`config.mk`:
```
export PLATFORM = sky130hd
export DESIGN_NAME = eeprom_resp_collect
export DESIGN_NICKNAME = d
export VERILOG_FILES = /design/src/verilog/eeprom_cmd_pkg.sv /design/src/verilog/eeprom_resp_collect.sv
export SDC_FILE = /design/constraint.sdc
export NUM_CORES = 1
export LEC_CHECK = 0
export ABC_AREA = 1
export BUFFER_PORTS_ARGS = -buffer_cell sky130_fd_sc_hd__buf_4
export CAP_MARGIN = 20
export CELL_PAD_IN_SITES_DETAIL_PLACEMENT = 0
export CELL_PAD_IN_SITES_GLOBAL_PLACEMENT = 1
export CORE_MARGIN = 1.5
export CORE_UTILIZATION = 37
export CTS_CLUSTER_SIZE = 40
export DETAILED_ROUTE_END_ITERATION = 16
export PLACE_DENSITY_LB_ADDON = 0.1
export SYNTH_ARGS = -nofsm -noshare
export SYNTH_HDL_FRONTEND = slang
export SYNTH_SLANG_ARGS = --single-unit
```
`constraint.sdc`:
```
create_clock -name clk -period 1.3 [get_ports clk]
set_input_delay 0.065 -clock clk [delete_from_list [all_inputs] [get_ports clk]]
set_output_delay 0.065 -clock clk [all_outputs]
set_load 0.1 [all_outputs]
```
`src/verilog/eeprom_cmd_pkg.sv`:
```
package eeprom_cmd_pkg;

  // channel engines behind one dispatcher
  localparam int NUM_CH = 4;

  localparam int ADDR_W = 11;  // 2 Kbyte part, block bits in addr[10:8]
  localparam int DATA_W = 8;

  typedef logic [$clog2(NUM_CH)-1:0] ch_idx_t;

  // host request as seen by the engines
  // read flag wins when wr and rd strobe together
  typedef struct packed {
    logic              rd;
    logic [ADDR_W-1:0] addr;
    logic [DATA_W-1:0] wdata;  // don't care on reads
  } eeprom_req_t;

  // finished transaction, one per request
  typedef struct packed {
    ch_idx_t           ch;     // engine that ran it
    logic              rd;
    logic [DATA_W-1:0] rdata;  // ff unless the read reached the data phase
    logic              nak;    // device did not acknowledge some byte
  } eeprom_resp_t;

endpackage

```
`src/verilog/eeprom_resp_collect.sv`:
```
`timescale 1ns/10ps
module eeprom_resp_collect (
  input  logic                                  clk,
  input  logic                                  rst_n,
  input  logic [eeprom_cmd_pkg::NUM_CH-1:0]     done,
  input  eeprom_cmd_pkg::eeprom_resp_t          res [eeprom_cmd_pkg::NUM_CH],
  output logic [eeprom_cmd_pkg::NUM_CH-1:0]     take,
  output logic                                  ack,
  output eeprom_cmd_pkg::eeprom_resp_t          resp
);

  logic [eeprom_cmd_pkg::NUM_CH-1:0] pend;
  eeprom_cmd_pkg::eeprom_resp_t      store [eeprom_cmd_pkg::NUM_CH];

  always_ff @(posedge clk) begin
    if (!rst_n) begin
      pend <= '0;
    end else begin
      pend <= (pend & ~take) | done;
    end
  end

  // engine stays busy until take, so a slot is never refilled early
  always_ff @(posedge clk) begin
    for (int k = 0; k < eeprom_cmd_pkg::NUM_CH; k++) begin
      if (done[k]) begin
        store[k] <= res[k];
      end
    end
  end

  // lowest pending channel wins
  always_comb begin
    take = '0;
    resp = store[0];
    for (int k = eeprom_cmd_pkg::NUM_CH - 1; k >= 0; k--) begin
      if (pend[k]) begin
        take    = '0;
        take[k] = 1'b1;
        resp    = store[k];
      end
    end
  end

  assign ack = |pend;

endmodule

```
# Yosys cells after proc, flatten, opt, wreduce, memory -nomap -nowiden
# Memory sizes are Yosys's and may differ from the RTL's.
# Index checks and enable logic that the tools add are counted.
dict set report classes {
  n_mux 16
  bitwise 3
  reduce_logical 1
}
# op count
set op_table {}
lappend op_table {{$mux 12} 4}
lappend op_table {{$mux 4} 4}
lappend op_table {{$mux 1} 8}
lappend op_table {{$and 4x4->4} 1}
lappend op_table {{$not 4->4} 1}
lappend op_table {{$or 4x4->4} 1}
lappend op_table {{$reduce_or 4->1} 1}
dict set report totals {
  register_bits 4
  ramBits 48
  input_bits 54
  out_inout_bits 17
  elab_cells 22
  mem_count 1
}
# name depth width rd rd_ports_with_merged_regs write_ports line
set memory_table {}
lappend memory_table {store 4 12 4 0 4 eeprom_resp_collect.sv:13} ;# eeprom_cmd_pkg::eeprom_resp_t store [eeprom_cmd_pkg::NUM_CH];

# Depth between registers and ports, before layout
dict set report depth {
  depth_word 7
  depth_mapped 7
  depth_no_buf 7
}

# Worst setup path before layout
# No wires, ideal clock.
dict set report synth_path {
  path_kind {register to output}
  start {register pend[2] (netlist name)}
  end {output resp[3] (netlist name)}
  arrival_time_ns 2.282
  required_ns 1.235
  setup_slack_ns -1.047
  path_stages_with_launch 7
  path_buffers 1
  path_cell_list {dfxtp_1 -> nor2_1 -> nand2_1 -> nand2_1 -> buf_4 -> nand2_1 -> nand3_1}
}
# element line
set synth_lines {}
lappend synth_lines {{start, declared} eeprom_resp_collect.sv:12} ;# logic [eeprom_cmd_pkg::NUM_CH-1:0] pend;
lappend synth_lines {{start signal, assigned} eeprom_resp_collect.sv:19} ;# pend <= (pend & ~take) | done;
lappend synth_lines {{end, declared} eeprom_resp_collect.sv:9} ;# output eeprom_cmd_pkg::eeprom_resp_t resp

==> flow_metrics.env <==
export IMPL_vias_per_cell=4.384
export IMPL_antenna_found_initial=0
export IMPL_period_minus_slack_ps=1538
export IMPL_utilization_pct=75.13
export IMPL_slew_viol_final=0
export IMPL_hp_class="in -> reg"
export IMPL_status="finished with violations"
export IMPL_yosys_warnings=0
export IMPL_hold_path_depth=3
export IMPL_grt_usage_pct=18.53
export IMPL_routed_wl_mm=5.094
export IMPL_power_density_nw_per_um2=1150
export IMPL_finalCritPeriodShare_pct=118.3
export IMPL_min_from="done[0]"
export IMPL_setup_ws_ps=-238.2
export IMPL_place_hpwl_mm=3.362
export IMPL_synth_largest_area_cell="edfxtp_1"
export IMPL_reg2reg_to="pend[2]$_SDFF_PN0_"
export IMPL_ir_drop_v=0.0008850
export IMPL_rrSetupSlack_ps=110
export IMPL_arrival_ps=1470
export IMPL_setup_viol=16
export IMPL_worst_r2r_path_depth=6
export IMPL_finClkSkew_ps=4.677
export IMPL_num_fill_cells=339
export IMPL_start_kind="flip-flop"
export IMPL_max_freq_mhz=650.1
export IMPL_end_kind="output pin"
export IMPL_drv_cap=0
export IMPL_synth_cells=169
export IMPL_vias=1631
export IMPL_synth_area_um2=2018
export IMPL_routabilityCongestion=0.7823
export IMPL_routedWlPerCell_um=13.69
export IMPL_power_mw=4.467
export IMPL_dp_cells=312
export IMPL_die_x_um=76.86
export IMPL_tritoncts="done"
export IMPL_area_growth_pct=92.56
export IMPL_worst_slew_pin_slew_ps=284.4
export IMPL_cts_num_sinks=52
export IMPL_dpl_cell_area_um2=2954
export IMPL_synth_top_area_share_pct=71.42
export IMPL_synth_seq_cells=52
export IMPL_grt_pass1_vias=1697
export IMPL_finalNonFillerCells=372
export IMPL_initial_utilization_pct=39.02
export IMPL_clock_latency_ps=300
export IMPL_required_ps=1240
export IMPL_num_nets_final=355
export IMPL_clkTransAtPathRegs_ps=90
export IMPL_syn_nets=223
export IMPL_dieArea_um2=5907
export IMPL_hold_slack_ps=79.15
export IMPL_grt_overflow=0
export IMPL_final_area_um2=3886
export IMPL_die_y_um=76.86
export IMPL_failed_checks="setup timing"
export IMPL_hold_end="pend[0]$_SDFF_PN0_"
export IMPL_criticalPathCategory="reg -> out"
export IMPL_cp_max_fo=6
export IMPL_port_buffer_count=70
export IMPL_synth_avg_cell_area_um2=11.94
export IMPL_relSlewSlack_pct=81.19
export IMPL_cts_root_buf="clkbuf_8"
export IMPL_tns_ps=-3131
export IMPL_core_area_um2=5172
export IMPL_ant_nets=0
export IMPL_synth_area_top_cells="edfxtp_1, nand2_1, nand3_1"
export IMPL_r2r_start="pend[0]$_SDFF_PN0_"
export IMPL_seq_area_frac_synth_pct=75.39
export IMPL_diodes=0
export IMPL_ios=71
export IMPL_drive_gt1_share_pct=49.01
export IMPL_p_leak_nw=1.622
export IMPL_clockBufferDepth=2
export IMPL_grt_max_degree=20
export IMPL_synthDistinctLibCells=12
export IMPL_drcViolationCount=0
export IMPL_pre_cts_ws_ps=-121.1
export IMPL_grt_pass1_wl_mm=8.176
export IMPL_cts_max_level=2
export IMPL_drtPass1Iterations=4
export IMPL_finalHoldViolCount=0
export IMPL_drt_iter0_markers=43
export IMPL_num_rows=26
export IMPL_cts_made_buffers=5
export IMPL_grt_setup_unrepaired="true"
export IMPL_setup_worst_path_start="pend[0]$_SDFF_PN0_"
power by group:
group | switching [mW] | internal, mW
Sequential | 0.0575 | 1.97
Clock | 0.488 | 0.425
Combinational | 0.894 | 0.633
Total | 1.44 | 3.03
cell usage in the layout (no fill, tap or decap):
cell	n
inv_1	16
buf_8	1
inv_16	1
nand3_2	4
nand2_8	9
clkinvlp_4	1
inv_6	1
buf_12	17
a21oi_1	3
dlygate4sd3_1	49
nor2_4	8
clkinv_2	2
nand2_2	22
nor2_1	8
nor2_2	2
nand3_1	13
nand3_4	6
edfxtp_1	48
clkbuf_8	6
buf_4	60
nand2_4	2
buf_6	2
dfxtp_4	1
dfxtp_2	3
nand2_1	17
registers in the layout, indices dropped and copies added (netlist names):
name	flops
pend	4
store	48
synthesized netlist by cell type:
master and instances:
buf_6 1, nand2_1 49, nand3_1 23, edfxtp_1 48, buf_4 3, inv_2 2, a21oi_1 3, dfxtp_1 4
nor2_2 2, nor2_1 16, inv_1 17, buf_2 1
area by class of cell:
cell class	count	area (um2)	share of cell area, %
Sequential cell	52	1529	39.34
Timing Repair Buffer	129	1319	33.93
Multi-Input combinational cell	94	762.0	19.61
Inverter	19	96.34	2.479
Tap cell	70	87.58	2.254
Clock buffer	6	82.58	2.125
Clock inverter	2	10.01	0.2576
kinds of logic after synthesis:
family / count (synthesis) / share of synthesized area, %
AO/OA/AOI/OAI: 3 / 0.7437
buffers and inverters: 24 / 5.455
flip-flops: 52 / 75.39
AND/OR/NAND/NOR: 90 / 18.41
layer usage:
metal | track usage (%) | share of wire, % | up-vias
met5 | 0 | 0 | -
met4 | 6.111 | 1.1 | 0
met3 | 3.929 | 3.8 | 4
met2 | 31.77 | 50 | 52
met1 | 23.24 | 45 | 750
li1 | - | - | 825
critical path: stages, from the launching register on:
cell	delay [ps]
dfxtp_2	350
nor2_4	140
buf_4	150
nand2_8	80
nand2_8	110
nand2_2	100
nand2_8	90
buf_12	160
worst max path at each step:
| stage | to | slack (ps) | depth (start not counted) |
|---|---|---|---|
| floorplan | resp[1] | 6 | 7 |
| global placement | resp[11] | -70 | 7 |
| detailed placement | resp[5] | -120 | 7 |
| CTS | resp[10] | -270 | 7 |
| global route | resp[3] | -340 | 7 |
| finish | resp[0] | -240 | 7 |
repair_timing:
item / 4_1_cts / 5_1_grt
setup endpoints to repair: 16 / 16
pin swaps: 4 / 1
setup buffers: 2 / 0
hold buffers: 49 / 0
gates resized for setup: 78 / 5
hold endpoints to repair: 49 / 0
cloned: 1 / 0
Note: power is estimated with default switching activity, not from simulation.
