**src/verilog/eeprom_cmd_pkg.sv**
```systemverilog
package eeprom_cmd_pkg;

  // channel engines behind one dispatcher
  localparam int NUM_CH = 4;

  localparam int ADDR_W = 11;  // 2 Kbyte part, block bits in addr[10:8]
  localparam int DATA_W = 8;

  typedef logic [$clog2(NUM_CH)-1:0] ch_idx_t;

  // host request as seen by the engines
  // read flag wins when wr and rd strobe together
  typedef struct packed {
    logic              rd;
    logic [ADDR_W-1:0] addr;
    logic [DATA_W-1:0] wdata;  // don't care on reads
  } eeprom_req_t;

  // finished transaction, one per request
  typedef struct packed {
    ch_idx_t           ch;     // engine that ran it
    logic              rd;
    logic [DATA_W-1:0] rdata;  // ff unless the read reached the data phase
    logic              nak;    // device did not acknowledge some byte
  } eeprom_resp_t;

endpackage

```
**src/verilog/eeprom_req_dispatch.sv**
```systemverilog
`timescale 1ns/10ps
module eeprom_req_dispatch (
  input  logic                                   clk,
  input  logic                                   rst_n,
  input  logic                                   wr,
  input  logic                                   rd,
  input  eeprom_cmd_pkg::ch_idx_t                ch,
  input  logic [eeprom_cmd_pkg::ADDR_W-1:0]      addr,
  input  logic [eeprom_cmd_pkg::DATA_W-1:0]      wdata,
  input  logic [eeprom_cmd_pkg::NUM_CH-1:0]      busy,
  output logic [eeprom_cmd_pkg::NUM_CH-1:0]      start,
  output eeprom_cmd_pkg::eeprom_req_t            req
);

  logic strobe;
  logic ch_free;
  logic accept;

  assign strobe = wr | rd;

  // engine raises busy one cycle after start, so cover that gap here
  assign ch_free = !busy[ch] && !start[ch];

  assign accept = strobe && ch_free;  // otherwise the strobe is dropped

  always_ff @(posedge clk) begin
    if (!rst_n) begin
      start <= '0;
    end else begin
      start <= '0;
      if (accept) begin
        start[ch] <= 1'b1;
      end
    end
  end

  // shared by all engines, each one latches it on its own start
  always_ff @(posedge clk) begin
    if (accept) begin
      req.rd    <= rd;
      req.addr  <= addr;
      req.wdata <= wdata;
    end
  end

endmodule

```
**config.mk**
```make
export PLATFORM = sky130hd
export DESIGN_NAME = eeprom_req_dispatch
export DESIGN_NICKNAME = d
export VERILOG_FILES = /design/src/verilog/eeprom_cmd_pkg.sv /design/src/verilog/eeprom_req_dispatch.sv
export SDC_FILE = /design/constraint.sdc
export NUM_CORES = 1
export LEC_CHECK = 0
export ABC_AREA = 1
export BUFFER_PORTS_ARGS = -buffer_cell sky130_fd_sc_hd__buf_2
export CAP_MARGIN = 20
export CORE_MARGIN = 5
export CORE_UTILIZATION = 43
export DETAILED_ROUTE_END_ITERATION = 12
export PLACE_DENSITY = 0.94
export SYNTH_ARGS = -nofsm -noshare
export SYNTH_HDL_FRONTEND = slang
export SYNTH_SLANG_ARGS = --single-unit
```
**constraint.sdc**
```tcl
create_clock -name clk -period 3.05 [get_ports clk]
set_input_delay 0.1525 -clock clk [delete_from_list [all_inputs] [get_ports clk]]
set_output_delay 0.1525 -clock clk [all_outputs]
set_load 0.02 [all_outputs]
```
== Word level (Yosys, flattened, before mapping) ==
Cells that the tools add are included.

* Register bits: 24
* Input port bits: 29
* Output and inout port bits: 24
* Logic and storage cells: 19

* Magnitude comparators: 2
* Muxes and demuxes: 6
* Bitwise gates (word level): 1
* Reductions and logical operators: 6

{| class="wikitable"
|+ Operators by type and width
! operator !! number
|-
| binary-select mux 1 bit (select 2 bit) || 2
|-
| logical AND 1 bit || 3
|-
| < comparator 2 x 3 -> 1 bit, second input constant || 1
|-
| two-way mux 1 bit || 3
|-
| demux 1 bit (select 2 bit) || 1
|-
| greater-or-equal comparator 2 x 1 -> 1 bit, second input constant || 1
|-
| logical NOT 1 bit || 2
|-
| AND reduction 2 bit || 1
|-
| bitwise OR 1 bit || 1
|}

== Depth between registers and ports, before layout ==
Gate-level depths: netlist of run 1.

* Depth in word-level cells: 6
* Gate-level depth with buffers: 7
* Gate-level depth less buffers: 7

== Least setup slack after synthesis of run 1 ==
OpenSTA, ideal clock, no wires.

* Path type: flip-flop to flip-flop
* From: reg start[3] in the netlist's numbering
* To: reg req[0] in the netlist's numbering, enable pin
* Setup time: 0.378 ns
* Arrival time: 1.212 ns
* Data required time: 2.672 ns
* Setup slack: 1.460 ns
* Stages on the path, launching flop included: 7
* Path buffers: 0
* Period minus slack after synthesis: 1.590 ns
* Cell sequence: dfxtp_1 > inv_1 > nand2_1 > nand2_1 > nand2_1 > nor2_2 > and2_1

* Word-level cells in the longest chain between the ends: 5

{| class="wikitable"
|+ Ends and longest elaborated chain
! item !! line !! source
|-
| start, declared || eeprom_req_dispatch.sv:11 || <nowiki>output logic [eeprom_cmd_pkg::NUM_CH-1:0] start,</nowiki>
|-
| start signal, assigned || eeprom_req_dispatch.sv:28 || <nowiki>start <= '0;</nowiki>
|-
| start signal, assigned || eeprom_req_dispatch.sv:30 || <nowiki>start <= '0;</nowiki>
|-
| start signal, assigned by index || eeprom_req_dispatch.sv:32 || <nowiki>start[ch] <= 1'b1;</nowiki>
|-
| binary-select mux 1 bit (select 2 bit) || eeprom_req_dispatch.sv:22 || <nowiki>assign ch_free = !busy[ch] && !start[ch];</nowiki>
|-
| two-way mux 1 bit (not written as such) || eeprom_req_dispatch.sv:22 ||
|-
| logical NOT 1 bit || eeprom_req_dispatch.sv:22 ||
|-
| logical AND 1 bit || eeprom_req_dispatch.sv:22 ||
|-
| logical AND 1 bit || eeprom_req_dispatch.sv:24 || <nowiki>assign accept = strobe && ch_free;</nowiki>
|-
| via accept || eeprom_req_dispatch.sv:17 || <nowiki>logic accept;</nowiki>
|-
| end, declared || eeprom_req_dispatch.sv:12 || <nowiki>output eeprom_cmd_pkg::eeprom_req_t req</nowiki>
|}

The timed path passes the listed nets, and every way through them passes these cells. The select of a mux whose other input is x is not followed.
A chain may end at the register's enable or synchronous reset.

== Final worst setup path of run 1 ==
* From: reg start[3] in the netlist's numbering
* To: reg req[4] in the netlist's numbering, enable pin

The elaborated chain is that of the path after synthesis.

==> impl_metrics.toml, run 1 <==
[global_route]
antenna_found_initial = 0
grt_pass1_vias = 592
grt_usage_pct = 12.95
grt_overflow = 0
grt_max_degree = 21
grt_first_pass_wirelength_mm = 2.525

[synth]
synth-xor-area-share_pct = 0
synth_adder_area_share_pct = 0
ys_ff_latch = 24
netlist_area_um2 = 805.8
synth_simple_gate_area_share_pct = 13.20
synth_mux_area_share_pct = 0
ys_seq_area_share_pct = 84.47
ys_warn_count = 0
syn_inst = 51
synth_top_family_by_area = "simple AND/OR/NAND/NOR gates"
avgSynthCellArea_um2 = 15.80
syn_nets = 80
netlist-cell-type-count = 10
synth_compound_area_share_pct = 0

[layout]
drive_gt1_share_pct = 50.00
fin_nets = 150
final_cells = 145
layout_commonest_cell = "buf_2"
mostFrequentLayoutCells = "buf_2, edfxtp_1, dlygate4sd3_1"
synthToLayoutAreaGrowth_pct = 58.85
regArea_um2 = 680.7
multi_input_area_um2 = 106.4
fill_cells = 109
num_antenna_cells = 0

[placed_design]
hpwl_mm = 1.433
placedCellCount = 128
dpl_worst_slack_ns = 1.397
port_buffers = 52
place_congestion = 0.7200

[timing]
tightest_slew_ns = 0.8566
finalHoldViolCount = 0
drv_slew = 0
timing.fmax_ghz = 0.5867
finalSetupViolations = 0
fin_crit_ns = 1.705
fin_skew_ns = 0.007790
whs_ns = 0.02771
fin_crit_sh_pct = 55.89
setup_tns_ns = 0
setup_slack_ns = 1.345
rsz0062_at_grt = "false"
slew_headroom_pct = 42.90

[drt]
m1WireLength_um = 834
drc = 0
viasPerCell = 4.407
totalWireLength_mm = 2.162
vias = 639
first_pass_iters = 4
post_drt_wl_per_cell_um = 14.91
ant_nets = 0
route.met2.wl_mm = 1.091
route.met3.wl_um = 226
dr.max_layer_used = "met4"
drt_iter0_markers = 8

[worst_hold_path]
hp-class = "in -> reg"

[floorplanning]
fp-row-count = 15
coreArea_um2 = 1745
die_h_um = 53.29
fp.dieW_um = 53.29
start_util_pct = 46.16
fp.dieArea_um2 = 2840
io_pins = 53

[clock_network]
clock_sinks = 24
htree_levels = 1
clock-root-buffer = "clkbuf_4"
clkSlewWorstSetupHoldPaths_ns = 0.11
cts-resized-gates = 0
clk_latency_ns = 0.30
clockBufferDepth = 2
cts_tree = "done"
cts_buffers = 3

[worst_setup_path]
cp.arrival_ns = 1.64
crit_chain = "inv_1 -> nand2_1 -> nand2_1 -> nand2_1 -> nor2_2 -> and2_1"
slowest_delay_ns = 0.71
crit_path_top_delay_cell = "and2_1"
cpMostUsedCell = "nand2_1"
path_class = "reg -> reg"
cp_top_family = "simple AND/OR/NAND/NOR gates"
critPathMaxFanout = 20
crit_buf_inv = 1
cp-start-kind = "flip-flop"
cp.required_ns = 2.99
cp-end-kind = "flip-flop"

[power]
power_density_nw_per_um2 = 563.0
ir_worst_vdd_v = 0.0004104
leakage_nw = 0.5922

[flow_run]
maxCapViolCount = 0

[status]
outcome = "completed"
-- worst register-to-register path, cell delays in order, from the launching register on --
cell and delay [ns]:
dfxtp_1 0.33, inv_1 0.05, nand2_1 0.05, nand2_1 0.06, nand2_1 0.05, nor2_2 0.11
and2_1 0.71
-- report_power, final --
group	switching (W)	internal, W
sequential	0.00000665	0.000385
clock	0.0000850	0.000133
combinational	0.0000670	0.0000441
total	0.000159	0.000562
-- final cells by class --
cell class	instances	share of cell area, %
Inverter	5	1.466
Timing Repair Buffer	65	30.50
Multi-Input combinational cell	22	8.309
Tap cell	25	2.444
Clock inverter	1	2.346
Sequential cell	24	53.18
Clock buffer	3	1.760
-- cell usage after synthesis (all sizes together) --
| cell type | n | share of area [%] |
|---|---|---|
| and2 | 1 | 0.78 |
| inv | 5 | 2.3 |
| nand3 | 1 | 1.2 |
| or2 | 1 | 0.78 |
| nand2 | 7 | 3.3 |
| nor2 | 12 | 7.1 |
| dfxtp | 4 | 9.9 |
| edfxtp | 20 | 75 |
-- repair_timing --
action                                 4_1_cts  5_1_grt
hold buffers                                 0       13
endpoints found under the hold margin        0       13
setup buffers                                0        0
-- sequential cells by signal (all words and copies together) (netlist names) --
signal and cells:
req 20, start 4
-- metrics by stage --
step / util (%) / power (W) / instance area (um2)
global route: 73.33 / 0.0007579 / 1280
detailed placement: 62.87 / 0.0004951 / 1097
CTS: 65.88 / 0.0007085 / 1150
floorplan: - / 0.0004501 / 805.8
finish: 73.33 / 0.0007206 / 1280
global placement: 62.87 / 0.0004904 / 1097
-- per-layer routing --
| layer | vias up | track usage, % |
|---|---|---|
| li1 | 307 | - |
| met4 | 0 | 6.383 |
| met2 | 40 | 24.49 |
| met1 | 290 | 11.73 |
| met3 | 2 | 4.789 |
| met5 | - | 0 |
-- worst paths after layout --
path	cells past startpoint	from	to	slack (ns)
worst max-delay path	6	start[3]	req[4]	1.35
worst min-delay path	1	addr[4]	req[12]	0.03
worst max register to register	6	start[3]	req[4]	1.35
worst min register to register	5	start[1]	start[2]	0.71
-- logic make-up (layout without fill, tap and decap cells) --
group | count (synthesis) | in the layout
flops | 24 | 24
buf+inv | 5 | 74
simple gates | 22 | 22
Note: power is estimated with default switching activity, not from simulation.
==> run 2, diff against run 1 <==
--- a/config.mk
+++ b/config.mk
@@ -9,9 +9,9 @@
 export BUFFER_PORTS_ARGS = -buffer_cell sky130_fd_sc_hd__buf_2
 export CAP_MARGIN = 20
 export CORE_MARGIN = 5
-export CORE_UTILIZATION = 43
+export CORE_UTILIZATION = 36
 export DETAILED_ROUTE_END_ITERATION = 12
-export PLACE_DENSITY = 0.94
+export PLACE_DENSITY = 0.85
 export SYNTH_ARGS = -nofsm -noshare
 export SYNTH_HDL_FRONTEND = slang
 export SYNTH_SLANG_ARGS = --single-unit
==> constraint.sdc (replaced) <==
create_clock -name clk -period 1.5 [get_ports clk]
set_input_delay 0.075 -clock clk [delete_from_list [all_inputs] [get_ports clk]]
set_output_delay 0.075 -clock clk [all_outputs]
set_load 0.02 [all_outputs]
==> run 2 against run 1 <==
  * Design area up 3.6%
  * Sequential power up 100%
  * Non-clock buffer count up 7
  * Clock-buffer cell count unchanged
  * Combinational power up 120%
  * Die area up 16%
  * Highest routed layer unchanged
==> impl_metrics.toml, run 2 (synthesized netlist as in run 1, its figures left out) <==
[status]
outcome = "completed"

[drt]
vias = 653
viasPerCell = 4.240
ant_nets = 0
totalWireLength_mm = 2.206
post_drt_wl_per_cell_um = 14.32
drt_iter0_markers = 12
first_pass_iters = 3
drc = 0

[clock_network]
cts_tree = "done"
clkSlewWorstSetupHoldPaths_ns = 0.11
clockBufferDepth = 2
clk_latency_ns = 0.29
clock_sinks = 24
htree_levels = 1
cts_buffers = 3
clock-root-buffer = "clkbuf_4"

[layout]
synthToLayoutAreaGrowth_pct = 64.60
top_regs = "req (20), start (4)"
multi_input_area_um2 = 108.9
num_antenna_cells = 0
regArea_um2 = 680.7
largest_reg_flops = 20
layout_commonest_cell = "buf_2"
fill_cells = 176
drive_gt1_share_pct = 47.62
fin_nets = 157
mostFrequentLayoutCells = "buf_2, dlygate4sd3_1, edfxtp_1"
regMostFlops = "req"

[global_route]
grt_overflow = 0
grt_util_met1_pct = 14.96
grt_usage_pct = 14.28
grt_pass1_vias = 739
grt_max_degree = 21
busiest_layer = "met2"
grt_first_pass_wirelength_mm = 3.498
use_met3_pct = 4.525
antenna_found_initial = 0
met2_usage_pct = 26.10

[worst_setup_path]
worst-path-stages = 6
path_class = "reg -> reg"
cp.required_ns = 1.49
crit_path_top_delay_cell = "dfxtp_1"
cpMostUsedCell = "nand2_1"
crit_chain = "inv_1 -> nand2_1 -> nand2_1 -> nand2_1 -> nor2_2 -> and2_4"
cp_top_family = "simple AND/OR/NAND/NOR gates"
critPathMaxFanout = 20
slowest_delay_ns = 0.33
reg2reg_slack_ns = 0.23
cp-start-kind = "flip-flop"
crit_buf_inv = 1
crit-reg2reg-launch = "start[3]"
cp-end-kind = "flip-flop"
cp.arrival_ns = 1.26
r2r_cells = 6
r2r-end = "req[5]"

[placed_design]
place_congestion = 0.7958
port_buffers = 52
dpl_worst_slack_ns = 0.08252
hpwl_mm = 1.507

[timing]
finalSetupViolations = 0
rsz0062_at_grt = "false"
setup_tns_ns = 0
setup_slack_ns = 0.2329
fin_skew_ns = 0.001434
drv_slew = 0
finalHoldViolCount = 0
slew_headroom_pct = 83.11
fin_crit_ns = 1.267
timing.fmax_ghz = 0.7892
fin_crit_sh_pct = 84.47
tightest_slew_ns = 0.2533

[power]
pwr-share-comb_pct = 18.7
power_frac_seq_pct = 61.7
power_density_nw_per_um2 = 975.4
sw_frac_of_total_pct = 24.26
p_sw_w = 0.0003138
ir_worst_vdd_v = 0.0004525
internal_power_w = 0.0009799
power_frac_clock_pct = 19.6
leakage_nw = 0.6096

[floorplanning]
io_pins = 53
die_h_um = 57.31
fp.dieW_um = 57.31
fp-row-count = 17
fp.dieArea_um2 = 3284
start_util_pct = 37.14
coreArea_um2 = 2170

[worst_hold_path]
hold_depth = 3
min_from = "ch[0]"
hp-class = "in -> reg"
hold_end = "start[1]"

[flow_run]
maxCapViolCount = 0
run 2: changes by cell type in the layout (fill, tap and decap cells not counted), sizes merged:
cell / delta
dlygate4sd3: +7
bufinv: -1
run 2: worst reg2reg max path, cell delays in order, from the launching register on:
cell and delay (ns):
dfxtp_1 0.33, inv_1 0.05, nand2_1 0.05, nand2_1 0.05, nand2_1 0.05, nor2_2 0.11, and2_4 0.32
run 2: metrics by stage:
step / utilization (%) / hold WS [ns] / instances / power (W) / area (um2)
6_report: 61.13 / 0.04438 / 154 / 0.001294 / 1326
5_1_grt: 61.13 / 0.04063 / 154 / 0.001365 / 1326
4_1_cts: 61.07 / 0.03400 / 154 / 0.001299 / 1325
3_5_place_dp: 50.81 / 0.2536 / 131 / 0.001009 / 1102
3_3_place_gp: 50.81 / 0.2525 / 131 / 0.0009997 / 1102
2_1_floorplan: - / 0.1739 / 51 / 0.0009155 / 807.0
run 2: timing repair:
action	CTS	global route
hold endpoints to repair	20	0
resized for setup	0	1
hold buffers	20	0
buffers inserted	0	0
endpoints found under the setup margin	0	20
run 2: how the worst max path moves through the flow:
stage,startpoint,end
6_report,start[3],req[5]
3_5_place_dp,start[3],req[14]
4_1_cts,start[3],req[2]
3_3_place_gp,start[3],req[19]
5_1_grt,start[3],req[7]
2_1_floorplan,start[3],req[0]
run 2: power groups by stage:
stage,combinational (W),sequential (W),clock (W)
6_report,0.000243,0.000798,0.000253
3_3_place_gp,0.000192,0.000807,0
5_1_grt,0.000262,0.000803,0.000300
3_5_place_dp,0.000197,0.000812,0
4_1_cts,0.000238,0.000796,0.000265
2_1_floorplan,0.0000409,0.000875,0
run 2: area by class of cell:
class / count / share of cell area (%)
Clock buffer: 3 / 1.698
Inverter: 5 / 1.415
Sequential cell: 24 / 51.32
Multi-Input combinational cell: 22 / 8.208
Tap cell: 28 / 2.642
Timing Repair Buffer: 72 / 34.72
run 2: routing by layer:
| layer | up-vias | wire, um |
|---|---|---|
| met5 | - | 0 |
| met1 | 293 | 859 |
| met3 | 2 | 215 |
| li1 | 321 | - |
| met2 | 37 | 1121 |
| met4 | 0 | 9 |
==> run 3, diff against run 2 <==
==> constraint.sdc (replaced) <==
create_clock -name clk -period 1.1 [get_ports clk]
set_input_delay 0.055 -clock clk [delete_from_list [all_inputs] [get_ports clk]]
set_output_delay 0.055 -clock clk [all_outputs]
set_load 0.02 [all_outputs]
==> run 3 against run 2 <==
  * The flow now finishes with violations (negative setup slack)
  * Non-clock buffer count up 4
  * Combinational power rose by 63%
  * Die area did not move
  * Cell count is 5.2% higher
  * Critical endpoint unchanged
==> impl_metrics.toml, run 3 (synthesized netlist as in run 1, its figures left out) <==
[timing]
timing.fmax_ghz = 0.8642
setup_slack_ns = -0.05717
fin_crit_ns = 1.157
tightest_slew_ns = 0.2219
finalHoldViolCount = 0
whs_ns = 0.005622
finalSetupViolations = 24
fin_crit_sh_pct = 105.2
fin_skew_ns = 0.001873
rsz0062_at_grt = "true"
slew_headroom_pct = 85.16
setup_tns_ns = -1.235
drv_slew = 0

[placed_design]
hpwl_mm = 1.447
port_buffers = 52
placedCellCount = 132
dpl_worst_slack_ns = -0.1439
place_congestion = 0.7459

[floorplanning]
start_util_pct = 37.14
fp-row-count = 17
fp.dieW_um = 57.31
fp.dieArea_um2 = 3284
coreArea_um2 = 2170
io_pins = 53
die_h_um = 57.31

[global_route]
grt_overflow = 0
antenna_found_initial = 0
grt_max_degree = 15
grt_pass1_vias = 725
grt_first_pass_wirelength_mm = 3.698
grt_usage_pct = 15.75

[layout]
drive_gt1_share_pct = 56.72
largest_reg_flops = 20
layout_commonest_cell = "buf_2"
mostFrequentLayoutCells = "buf_2, dlygate4sd3_1, edfxtp_1"
fin_nets = 164
final_cells = 162
num_antenna_cells = 0
synthToLayoutAreaGrowth_pct = 80.28
regMostFlops = "req"
top_regs = "req (20), start (4)"

[drt]
route.met2.wl_mm = 1.287
vias = 719
dr.max_layer_used = "met4"
drc = 0
post_drt_wl_per_cell_um = 15.43
drt_iter0_markers = 14
viasPerCell = 4.438
totalWireLength_mm = 2.500
route.met3.wl_um = 252
m1WireLength_um = 944
ant_nets = 0
first_pass_iters = 4

[power]
p_sw_w = 0.0004801
pwr-share-comb_pct = 18.9
internal_power_w = 0.001615
power_frac_seq_pct = 51.8
leakage_nw = 0.6620
power_density_nw_per_um2 = 1442
power_frac_clock_pct = 29.3
sw_frac_of_total_pct = 22.91
power_w = 0.002095
ir_worst_vdd_v = 0.0009681

[worst_hold_path]
hp-class = "in -> reg"

[clock_network]
clkSlewWorstSetupHoldPaths_ns = 0.12
htree_levels = 1
clk_latency_ns = 0.30
cts_tree = "done"
clock-root-buffer = "clkbuf_4"
cts_buffers = 3
clock_sinks = 24
clockBufferDepth = 2

[worst_setup_path]
cp-end-kind = "flip-flop"
cp.arrival_ns = 1.19
path_class = "reg -> reg"
critPathMaxFanout = 5
cp.required_ns = 1.13
cp-start-kind = "flip-flop"

[status]
outcome = "finished, violations left"
violations = "negative setup slack"

[flow_run]
maxCapViolCount = 0
-- run 3: final cells by class --
type | instances | area, um2
clock buffers | 3 | 22.52
clock inverters | 1 | 30.03
fillers | 158 | 716.9
inverters | 5 | 18.77
multi-input cells | 25 | 165.2
flip-flops and latches | 24 | 684.4
well taps | 28 | 35.03
repair buffers | 76 | 496.7
-- run 3: metrics by stage --
| stage | util (%) | area (um2) |
|---|---|---|
| after detailed placement | 51.33 | 1114 |
| final | 66.96 | 1453 |
| after global placement | 51.33 | 1114 |
| after CTS | 65.05 | 1411 |
| after floorplan | - | 810.8 |
| after global routing | 66.96 | 1453 |
-- run 3: what timing repair did --
item,in CTS,in global routing
endpoints found under the hold margin,20,1
gates resized for setup,8,6
pin swaps,6,6
cloned,3,0
setup endpoints to repair,20,24
buffers inserted,1,1
hold buffers,20,1
-- run 3: worst paths after layout --
| path | start | end | slack [ns] | cells after the start |
|---|---|---|---|---|
| setup reg to reg | start[3] | req[5] | -0.06 | 6 |
| setup / recovery | start[3] | req[5] | -0.06 | 6 |
| hold / removal | ch[1] | start[3] | 0.006 | 3 |
| hold reg to reg | start[2] | start[0] | 0.90 | 6 |
-- run 3: worst max-delay path, cell delays in order (launching register included) --
cell     delay [ns]
dfxtp_2        0.34
inv_2          0.04
nand2_1        0.04
nand2_1        0.07
nand2_2        0.06
nor2_4         0.14
and2_4         0.20
-- run 3: power groups by stage --
stage	Clock, W	Combinational (W)	Sequential [W]
after detailed placement	0	0.000276	0.00110
after floorplan	0	0.0000589	0.00119
after global placement	0	0.000270	0.00110
final	0.000614	0.000396	0.00109
after global routing	0.000672	0.000420	0.00109
after CTS	0.000621	0.000367	0.00108
-- run 3: routing by layer --
layer | up-vias | GRT usage, %
met3 | 2 | 4.977
met2 | 42 | 27.90
met1 | 335 | 17.15
met5 | - | 0
li1 | 340 | -
met4 | 0 | 6.954
